`config.mk`:
```
export PLATFORM = sky130hd
export DESIGN_NAME = rvExecTop
export DESIGN_NICKNAME = d
export VERILOG_FILES = /design/src/hw/rvExecPkg.sv /design/src/hw/rvExecTop.sv /design/src/hw/executeStage.sv /design/src/hw/decodeStage.sv /design/src/hw/regFile.sv /design/src/hw/aluUnit.sv
export SDC_FILE = /design/constraint.sdc
export NUM_CORES = 2
export LEC_CHECK = 0
export BUFFER_PORTS_ARGS = -buffer_cell sky130_fd_sc_hd__buf_2
export CORE_ASPECT_RATIO = 1.25
export CORE_UTILIZATION = 40
export CTS_CLUSTER_DIAMETER = 100
export DETAILED_ROUTE_END_ITERATION = 7
export PLACE_DENSITY_LB_ADDON = 0.08
export SYNTH_ARGS = -nofsm -noshare
export SYNTH_HDL_FRONTEND = slang
export SYNTH_SLANG_ARGS = --single-unit
```
`constraint.sdc`:
```
create_clock -name clk -period 6.23 [get_ports clk]
set_input_delay 0.3115 -clock clk [delete_from_list [all_inputs] [get_ports clk]]
set_output_delay 0.3115 -clock clk [all_outputs]
set_load 0.02 [all_outputs]
```
`src/hw/rvExecPkg.sv`:
```
package rvExecPkg;

	localparam int DataWidth   = 32;
	localparam int RegNumWidth = 5;
	localparam int OpcodeWidth = 7;
	localparam int AluOpWidth  = 5;
	localparam int WbKindWidth = 3;

	typedef logic [DataWidth-1:0]   dataT; // data word and address
	typedef logic [RegNumWidth-1:0] regNumT;

	// major opcodes of the supported subset, plus the two rejected memory formats
	typedef enum logic [OpcodeWidth-1:0]
	{
		OpReg    = 7'b0110011, // fmt r
		OpImm    = 7'b0010011, // fmt i alu
		OpLoad   = 7'b0000011, // rejected
		OpStore  = 7'b0100011, // rejected
		OpBranch = 7'b1100011,
		OpJal    = 7'b1101111,
		OpJalr   = 7'b1100111,
		OpLui    = 7'b0110111,
		OpAuipc  = 7'b0010111
	} opcodeT;

	typedef enum logic [AluOpWidth-1:0]
	{
		AluAdd, AluSub, AluSll, AluSlt, AluSltu, AluXor, AluSrl,
		AluSra, AluOr, AluAnd, AluEq, AluNe, AluGe, AluGeu
	} aluOpT;

	// what stage 2 does with the decoded operation
	typedef enum logic [WbKindWidth-1:0]
	{
		WbReg, WbLui, WbBranch, WbJal, WbJalr, WbIllegal
	} wbKindT;

	typedef struct packed
	{
		opcodeT     opcode;
		logic [2:0] func3;
		logic [6:0] func7;
		regNumT     regNum0;
		regNumT     regNum1;
		regNumT     regWriteNum;
		dataT       imm; // already sign extended
		dataT       pc;
	} instrT;

	typedef struct packed
	{
		aluOpT  aluOp;
		wbKindT wbKind;
		dataT   aluX;
		dataT   aluY;
		dataT   imm;
		dataT   pc;
		regNumT regWriteNum;
	} decodedOpT;

	typedef struct packed
	{
		regNumT regNum;
		dataT   data;
	} commitT;

endpackage
```
`src/hw/rvExecTop.sv`:
```
`timescale 1ns/1ps

module rvExecTop
(
	input  logic              clk,
	input  logic              reset,
	input  logic              instrValid,
	input  rvExecPkg::instrT  instr,
	output logic              commitValid,
	output rvExecPkg::commitT commit,
	output logic              pcWriteEnable,
	output rvExecPkg::dataT   pcWriteData,
	output logic              illegal
);

	logic                 opValid;
	rvExecPkg::decodedOpT op;
	rvExecPkg::aluOpT     aluOp;
	rvExecPkg::dataT      aluX;
	rvExecPkg::dataT      aluY;
	rvExecPkg::dataT      aluO;
	logic                 writeEnable; // shared by regfile and bypass
	rvExecPkg::regNumT    writeNum;
	rvExecPkg::dataT      writeData;
	rvExecPkg::regNumT    readNum0;
	rvExecPkg::regNumT    readNum1;
	rvExecPkg::dataT      readData0;
	rvExecPkg::dataT      readData1;

	decodeStage decode
	(
		.clk(clk), .reset(reset), .instrValid(instrValid), .instr(instr),
		.readNum0(readNum0), .readNum1(readNum1),
		.readData0(readData0), .readData1(readData1),
		.writeEnable(writeEnable), .writeNum(writeNum), .writeData(writeData),
		.opValid(opValid), .op(op)
	);

	executeStage execute
	(
		.clk(clk), .reset(reset), .opValid(opValid), .op(op),
		.aluOp(aluOp), .aluX(aluX), .aluY(aluY), .aluO(aluO),
		.writeEnable(writeEnable), .writeNum(writeNum), .writeData(writeData),
		.commitValid(commitValid), .commit(commit),
		.pcWriteEnable(pcWriteEnable), .pcWriteData(pcWriteData), .illegal(illegal)
	);

	aluUnit alu
	(
		.aluOp(aluOp), .aluX(aluX), .aluY(aluY), .aluO(aluO)
	);

	regFile rf
	(
		.clk(clk), .reset(reset),
		.readNum0(readNum0), .readNum1(readNum1),
		.readData0(readData0), .readData1(readData1),
		.writeEnable(writeEnable), .writeNum(writeNum), .writeData(writeData)
	);

endmodule

```
`src/hw/executeStage.sv`:
```
`timescale 1ns/1ps

module executeStage
(
	input  logic                 clk,
	input  logic                 reset,
	input  logic                 opValid,
	input  rvExecPkg::decodedOpT op,
	output rvExecPkg::aluOpT     aluOp,
	output rvExecPkg::dataT      aluX,
	output rvExecPkg::dataT      aluY,
	input  rvExecPkg::dataT      aluO,
	output logic                 writeEnable,
	output rvExecPkg::regNumT    writeNum,
	output rvExecPkg::dataT      writeData,
	output logic                 commitValid,
	output rvExecPkg::commitT    commit,
	output logic                 pcWriteEnable,
	output rvExecPkg::dataT      pcWriteData,
	output logic                 illegal
);

	logic            writesReg;
	logic            redirect;
	rvExecPkg::dataT redirectTarget;
	rvExecPkg::dataT linkData;

	assign aluOp = op.aluOp;
	assign aluX  = op.aluX;
	assign aluY  = op.aluY;

	assign linkData = op.pc + 32'd4; // return address

	always_comb
	begin
		writesReg      = 1'b0;
		writeData      = aluO;
		redirect       = 1'b0;
		redirectTarget = aluO;
		case (op.wbKind)
			rvExecPkg::WbReg: writesReg = 1'b1;
			rvExecPkg::WbLui:
			begin
				writesReg = 1'b1;
				writeData = op.imm;
			end
			rvExecPkg::WbBranch:
			begin
				redirect       = aluO[0]; // comparison result
				redirectTarget = op.pc + op.imm;
			end
			rvExecPkg::WbJal:
			begin
				writesReg = 1'b1;
				writeData = linkData;
				redirect  = 1'b1;
			end
			rvExecPkg::WbJalr:
			begin
				writesReg      = 1'b1;
				writeData      = linkData;
				redirect       = 1'b1;
				redirectTarget = {aluO[31:1], 1'b0};
			end
			default: writesReg = 1'b0; // illegal does nothing here
		endcase
	end

	assign writeNum    = op.regWriteNum;
	assign writeEnable = opValid && writesReg && (op.regWriteNum != '0);

	always_ff @(posedge clk)
	begin
		if (reset)
		begin
			commitValid   <= 1'b0;
			commit        <= '0;
			pcWriteEnable <= 1'b0;
			pcWriteData   <= '0;
			illegal       <= 1'b0;
		end
		else
		begin
			commitValid   <= writeEnable;
			commit        <= '{regNum: writeNum, data: writeData};
			pcWriteEnable <= opValid && redirect;
			pcWriteData   <= redirectTarget;
			illegal       <= opValid && (op.wbKind == rvExecPkg::WbIllegal);
		end
	end

endmodule

```
`src/hw/decodeStage.sv`:
```
`timescale 1ns/1ps

module decodeStage
(
	input  logic                  clk,
	input  logic                  reset,
	input  logic                  instrValid,
	input  rvExecPkg::instrT      instr,
	output rvExecPkg::regNumT     readNum0,
	output rvExecPkg::regNumT     readNum1,
	input  rvExecPkg::dataT       readData0,
	input  rvExecPkg::dataT       readData1,
	input  logic                  writeEnable,
	input  rvExecPkg::regNumT     writeNum,
	input  rvExecPkg::dataT       writeData,
	output logic                  opValid,
	output rvExecPkg::decodedOpT  op
);

	rvExecPkg::dataT      srcData0;
	rvExecPkg::dataT      srcData1;
	rvExecPkg::decodedOpT opNext;

	assign readNum0 = instr.regNum0;
	assign readNum1 = instr.regNum1;

	// forward the result that stage 2 is writing this cycle
	assign srcData0 = (writeEnable && (writeNum != '0) && (writeNum == instr.regNum0)) ?
		writeData : readData0;
	assign srcData1 = (writeEnable && (writeNum != '0) && (writeNum == instr.regNum1)) ?
		writeData : readData1;

	always_comb
	begin
		opNext             = '0;
		opNext.aluOp       = rvExecPkg::AluAdd;
		opNext.wbKind      = rvExecPkg::WbIllegal;
		opNext.imm         = instr.imm;
		opNext.pc          = instr.pc;
		opNext.regWriteNum = instr.regWriteNum;

		case (instr.opcode)
			rvExecPkg::OpReg, rvExecPkg::OpImm:
			begin
				case (instr.func3)
					3'd0: opNext.aluOp = (instr.opcode == rvExecPkg::OpReg && instr.func7[5]) ?
						rvExecPkg::AluSub : rvExecPkg::AluAdd;
					3'd1: opNext.aluOp = rvExecPkg::AluSll;
					3'd2: opNext.aluOp = rvExecPkg::AluSlt;
					3'd3: opNext.aluOp = rvExecPkg::AluSltu;
					3'd4: opNext.aluOp = rvExecPkg::AluXor;
					3'd5: opNext.aluOp = ((instr.opcode == rvExecPkg::OpReg) ? instr.func7[5] :
						instr.imm[10]) ? rvExecPkg::AluSra : rvExecPkg::AluSrl; // srl / sra
					3'd6: opNext.aluOp = rvExecPkg::AluOr;
					default: opNext.aluOp = rvExecPkg::AluAnd;
				endcase
				opNext.aluX   = srcData0;
				opNext.aluY   = (instr.opcode == rvExecPkg::OpReg) ? srcData1 : instr.imm;
				opNext.wbKind = rvExecPkg::WbReg;
			end
			rvExecPkg::OpBranch:
			begin
				opNext.aluX   = srcData0;
				opNext.aluY   = srcData1;
				opNext.wbKind = rvExecPkg::WbBranch;
				case (instr.func3)
					3'd0: opNext.aluOp = rvExecPkg::AluEq;   // beq
					3'd1: opNext.aluOp = rvExecPkg::AluNe;   // bne
					3'd4: opNext.aluOp = rvExecPkg::AluSlt;  // blt
					3'd5: opNext.aluOp = rvExecPkg::AluGe;   // bge
					3'd6: opNext.aluOp = rvExecPkg::AluSltu; // bltu
					3'd7: opNext.aluOp = rvExecPkg::AluGeu;  // bgeu
					default: opNext.wbKind = rvExecPkg::WbIllegal; // func3 2 and 3 unused
				endcase
			end
			rvExecPkg::OpJal:
			begin
				opNext.aluX   = instr.pc; // target pc + imm
				opNext.aluY   = instr.imm;
				opNext.wbKind = rvExecPkg::WbJal;
			end
			rvExecPkg::OpJalr:
			begin
				opNext.aluX   = srcData0;
				opNext.aluY   = instr.imm;
				opNext.wbKind = rvExecPkg::WbJalr;
			end
			rvExecPkg::OpLui:   opNext.wbKind = rvExecPkg::WbLui;
			rvExecPkg::OpAuipc:
			begin
				opNext.aluX   = instr.pc;
				opNext.aluY   = instr.imm;
				opNext.wbKind = rvExecPkg::WbReg;
			end
			default: opNext.wbKind = rvExecPkg::WbIllegal; // loads, stores, unknown
		endcase
	end

	always_ff @(posedge clk)
	begin
		if (reset)
		begin
			opValid <= 1'b0;
			op      <= '0;
		end
		else
		begin
			opValid <= instrValid;
			if (instrValid)
			begin
				op <= opNext;
			end
		end
	end

endmodule

```
`src/hw/regFile.sv`:
```
`timescale 1ns/1ps

module regFile
(
	input  logic              clk,
	input  logic              reset,
	input  rvExecPkg::regNumT readNum0,
	input  rvExecPkg::regNumT readNum1,
	output rvExecPkg::dataT   readData0,
	output rvExecPkg::dataT   readData1,
	input  logic              writeEnable,
	input  rvExecPkg::regNumT writeNum,
	input  rvExecPkg::dataT   writeData
);

	rvExecPkg::dataT regs [1:31]; // x0 has no storage

	always_ff @(posedge clk)
	begin
		if (reset)
		begin
			for (int i = 1; i < 32; i++)
			begin
				regs[i] <= '0;
			end
		end
		else if (writeEnable && (writeNum != '0))
		begin
			regs[writeNum] <= writeData;
		end
	end

	// same-cycle writes are not visible here, decode bypasses them
	assign readData0 = (readNum0 == '0) ? '0 : regs[readNum0];
	assign readData1 = (readNum1 == '0) ? '0 : regs[readNum1];

endmodule

```
`src/hw/aluUnit.sv`:
```
`timescale 1ns/1ps

module aluUnit
(
	input  rvExecPkg::aluOpT aluOp,
	input  rvExecPkg::dataT  aluX,
	input  rvExecPkg::dataT  aluY,
	output rvExecPkg::dataT  aluO
);

	logic [4:0] shamt;

	assign shamt = aluY[4:0]; // shifts only look at the low five bits

	always_comb
	begin
		aluO = '0;
		case (aluOp)
			rvExecPkg::AluAdd:  aluO = aluX + aluY;
			rvExecPkg::AluSub:  aluO = aluX - aluY;
			rvExecPkg::AluSll:  aluO = aluX << shamt;
			rvExecPkg::AluSrl:  aluO = aluX >> shamt;
			rvExecPkg::AluSra:  aluO = $signed(aluX) >>> shamt;
			rvExecPkg::AluXor:  aluO = aluX ^ aluY;
			rvExecPkg::AluOr:   aluO = aluX | aluY;
			rvExecPkg::AluAnd:  aluO = aluX & aluY;
			// comparisons give a single bit in lane 0
			rvExecPkg::AluSlt:  aluO = {31'b0, $signed(aluX) < $signed(aluY)};
			rvExecPkg::AluSltu: aluO = {31'b0, aluX < aluY};
			rvExecPkg::AluEq:   aluO = {31'b0, aluX == aluY};
			rvExecPkg::AluNe:   aluO = {31'b0, aluX != aluY};
			rvExecPkg::AluGe:   aluO = {31'b0, $signed(aluX) >= $signed(aluY)};
			rvExecPkg::AluGeu:  aluO = {31'b0, aluX >= aluY};
			default:            aluO = '0;
		endcase
	end

endmodule

```
==> metrics.md <==
| Metric | Value |
|---|---|
| Area leader, netlist | edfxtp_1 |
| Initial Util | 40.2% |
| Final min period | 5.48 ns |
| Core Region | 180000 um2 |
| DIE AREA | 183000 um2 |
| Largest net degree at the start of global routing | 110 |
| CP cell instances | inv_1, ha_1, nor4_1, buf_4, nand4_1, buf_4, nor4_2, buf_4, xor2_1, a31oi_1, nand3_1, a211oi_1, buf_4, o21a_1, buf_12, nor2_1 |
| HPWL after DPL | 205000 um |
| Vias in the first global route | 54.4k |
| # IOs | 171 |
| Via count | 53.7k |
| Critical Path Max Stage Delay | 1.06 ns |
| CP most frequent cell | buf_4 |
| Number of max-cap violations | 0 |
| Pins Over Slew Limit | 0 |
| CP delay by family, top | simple AND/OR/NAND/NOR gates |
| Met3 Usage GRT | 6.10% |
| Synth async-reset ratio | 0% |
| CTS max path bufs | 3 |
| Slew @ Worst Pin | 1.33 ns |
| Total GRT Usage | 33.2% |
| Synthesized area per cell | 12.4 um2 |
| CTS root buf | clkbuf_16 |
| Setup CP Type | flop to flop |
| Crit-path max FO | 27 |
| Flop pwr share | 46.6% |
| Comb pwr share | 14.0% |
| Yosys top cell area share | 42.5% |
| Leakage | 28.7 nW |
| Vias per inst | 6.37 |
| Clk_skew | 0.0261 ns |
| Setup TNS | 0 ns |
| Count leader, synth | nor2_1 |
| Number of antenna violations at the first check in global routing | 10 |
| Sequential share of the synthesized area | 48.4% |
| Worst endpoint required time | 6.75 ns |
| Layout cells sized above 1 | 25.3% |
| Post_cts resized | 0 |
| Netlist Area Pre-Place | 72300 um2 |
| Pwr Density | 247 nW/um2 |
| Die Width | 382 um |
| Final hold vios | 0 |
| Primary FF master, synth | edfxtp_1 |
| Die Ht | 477 um |
| Top cells by area, synth | edfxtp_1 (43%), mux4_2 (22%), nor2_1 (7.0%) |
| H-tree levels | 4 |
| Busiest grt layer | met2 |
| Syn-to-layout area delta | 13.0% |
| CP arrival | 6.00 ns |
| Failing checks | design-rule violations |
| RSZ-0062 raised after global routing | no |
| Final ANT Viol Nets | 0 |
| Synth cell count leaders | nor2_1 (1345), edfxtp_1 (1024), mux4_2 (720) |
| Final net count | 6173 |
| Pint | 14.8 mW |
| Crit share post-route | 88.0% |
| Utilization after layout | 45.5% |
| Clk_lat worst skew | 0.80 ns |
| Final WL | 306000 um |
| Hold Slack | 0.0858 ns |
| Buf+Inv Stages, Crit Path | 6 |
| Sw power | 5.46 mW |
| Post-synth EDFFs | 1024 |
| GPL Wtd Cong | 1.00 |
| Number of fill cells in the layout | 16.4k |
| Initial DRC count | 5665 |
| Maximum vdd drop | 0.301 mV |
| Drt pass-1 iters | 7 |
| Worst slew margin | 10.8% |
| Global-route wire length before repair | 424000 um |
| Mapped Cells | 5840 |
| Achievable frequency | 0.182 GHz |
| Status | finished, violations left |
| Startpoint Class | flop |
| Clock group share of total power | 39.4% |
| Clk slew on worst S/H paths | 0.06 ns |
| CTS tree | done |
| Final setup violation count | 0 |
| Overflow after GRT | 0 |
| Hold Crit Class | input pin to flop |
| GR Util met2 | 57.1% |
| Number of CTS-inserted buffers | 137 |
| Sw frac | 27.0% |
| Grt met1 use | 38.8% |
| Buffers added on ports | 164 |
| Critical-path top delay cell | nor4_1 |
| # DRC | 162 |
| YS warnings | 0 |
| Synth Register Bits | 1237 |
| Sink Count | 1237 |
| Post-synth cell types | 99 |
| Avg WL per Cell | 36.3 um |
| Worst Setup End Kind | flop |
| FP Rows | 174 |
==> final cells by class <==
type                       count  area (um2)  area share, %
sequential                  1237       35000           42.8
antenna                        7        17.5         0.0214
clock inverter                50         457          0.558
inverter                     152         572          0.699
multi-input combinational   3901       34900           42.7
clock buffer                 195        3840           4.70
timing repair buffer         510        3990           4.88
tap                         2376        2970           3.64
==> tightest hold or removal path: cells and delay by family <==
| family | cells | cell delay (ns) |
|---|---|---|
| simple gates | 3 | 0.35 |
| compound gates | 1 | 0.05 |
| buf+inv | 1 | 0.12 |
==> final timing paths <==
check                         startpoint                            to  slack, ns  depth (start not counted)
max          decode.op[126]$_SDFFE_PP0P_  rf.regs[15][0]$_SDFFCE_PN0P_       0.75                         16
min                            instr[90]   decode.op[133]$_SDFFE_PP0P_       0.09                          5
max reg2reg  decode.op[126]$_SDFFE_PP0P_  rf.regs[15][0]$_SDFFCE_PN0P_       0.75                         16
min reg2reg   decode.op[53]$_SDFFE_PP0P_    decode.op[53]$_SDFFE_PP0P_       0.54                          2
==> layer usage <==
metal	vias to the layer above	part of all wire, %	routed length, um
met5	-	0.019	59
met4	8	6.7	20500
met3	663	7.0	21400
met2	2507	50	153000
met1	28113	36	111000
li1	22387	-	-
==> cells in the final DEF (no fill, tap or decap), drive strengths merged, types with 29 or more instances in the layout <==
master,instances
nor2,1345
edfxtp,1024
mux4,720
buf,433
nand2,285
dfxtp,213
clkbuf,195
a21oi,186
mux2i,164
inv,155
o21ai,146
ha,132
dlygate4sd3,77
nor3,53
nand3,47
a211oi,46
a221oi,41
xor2,40
clkinv,40
a21o,38
xnor2,36
o211ai,34
conb,32
mux2,31
and3,30
a31oi,29
==> power by group through the flow <==
stage                     clock network [mW]  logic, mW  registers, mW
after global routing                    8.39       2.94           9.45
after global placement                     0       2.76           9.56
after detailed placement                   0       2.76           9.58
after floorplan                            0       1.66           9.54
after CTS                               8.10       2.81           9.41
final                                   7.97       2.83           9.41
==> state kept, by name, summed over array words and instances (netlist names) <==
signal                 flops
execute.pcWriteEnable      1
decode.op                140
decode.opValid             1
rf.regs                 1024
execute.commit            37
execute.illegal            1
execute.commitValid        1
execute.pcWriteData       32
==> per-stage QoR <==
stage / setup slack, ns / area, um2 / total power [mW] / instances
floorplan: 1.79 / 72500 / 11.2 / 5871
global placement: 0.977 / 76700 / 12.3 / 8099
detailed placement: 1.02 / 76700 / 12.3 / 8099
CTS: 0.988 / 81800 / 20.3 / 8421
global route: 0.719 / 81800 / 20.8 / 8422
finish: 0.746 / 81800 / 20.2 / 8428
==> cells by family after synthesis <==
family          share of synthesized area (%)
flops                                    48.4
xor+xnor                                0.920
other cells                           0.00518
buf+inv                                  4.12
simple gates                             10.8
mux                                      25.2
fa+ha+maj                                2.37
compound gates                           8.27
==> what timing repair did <==
item / CTS / global route
endpoints found under the hold margin: 122 / 0
hold buffers: 77 / 0
setup buffers: 0 / 0
endpoints found under the setup margin: 0 / 0
No activity file was read; power rests on OpenSTA's default activity.
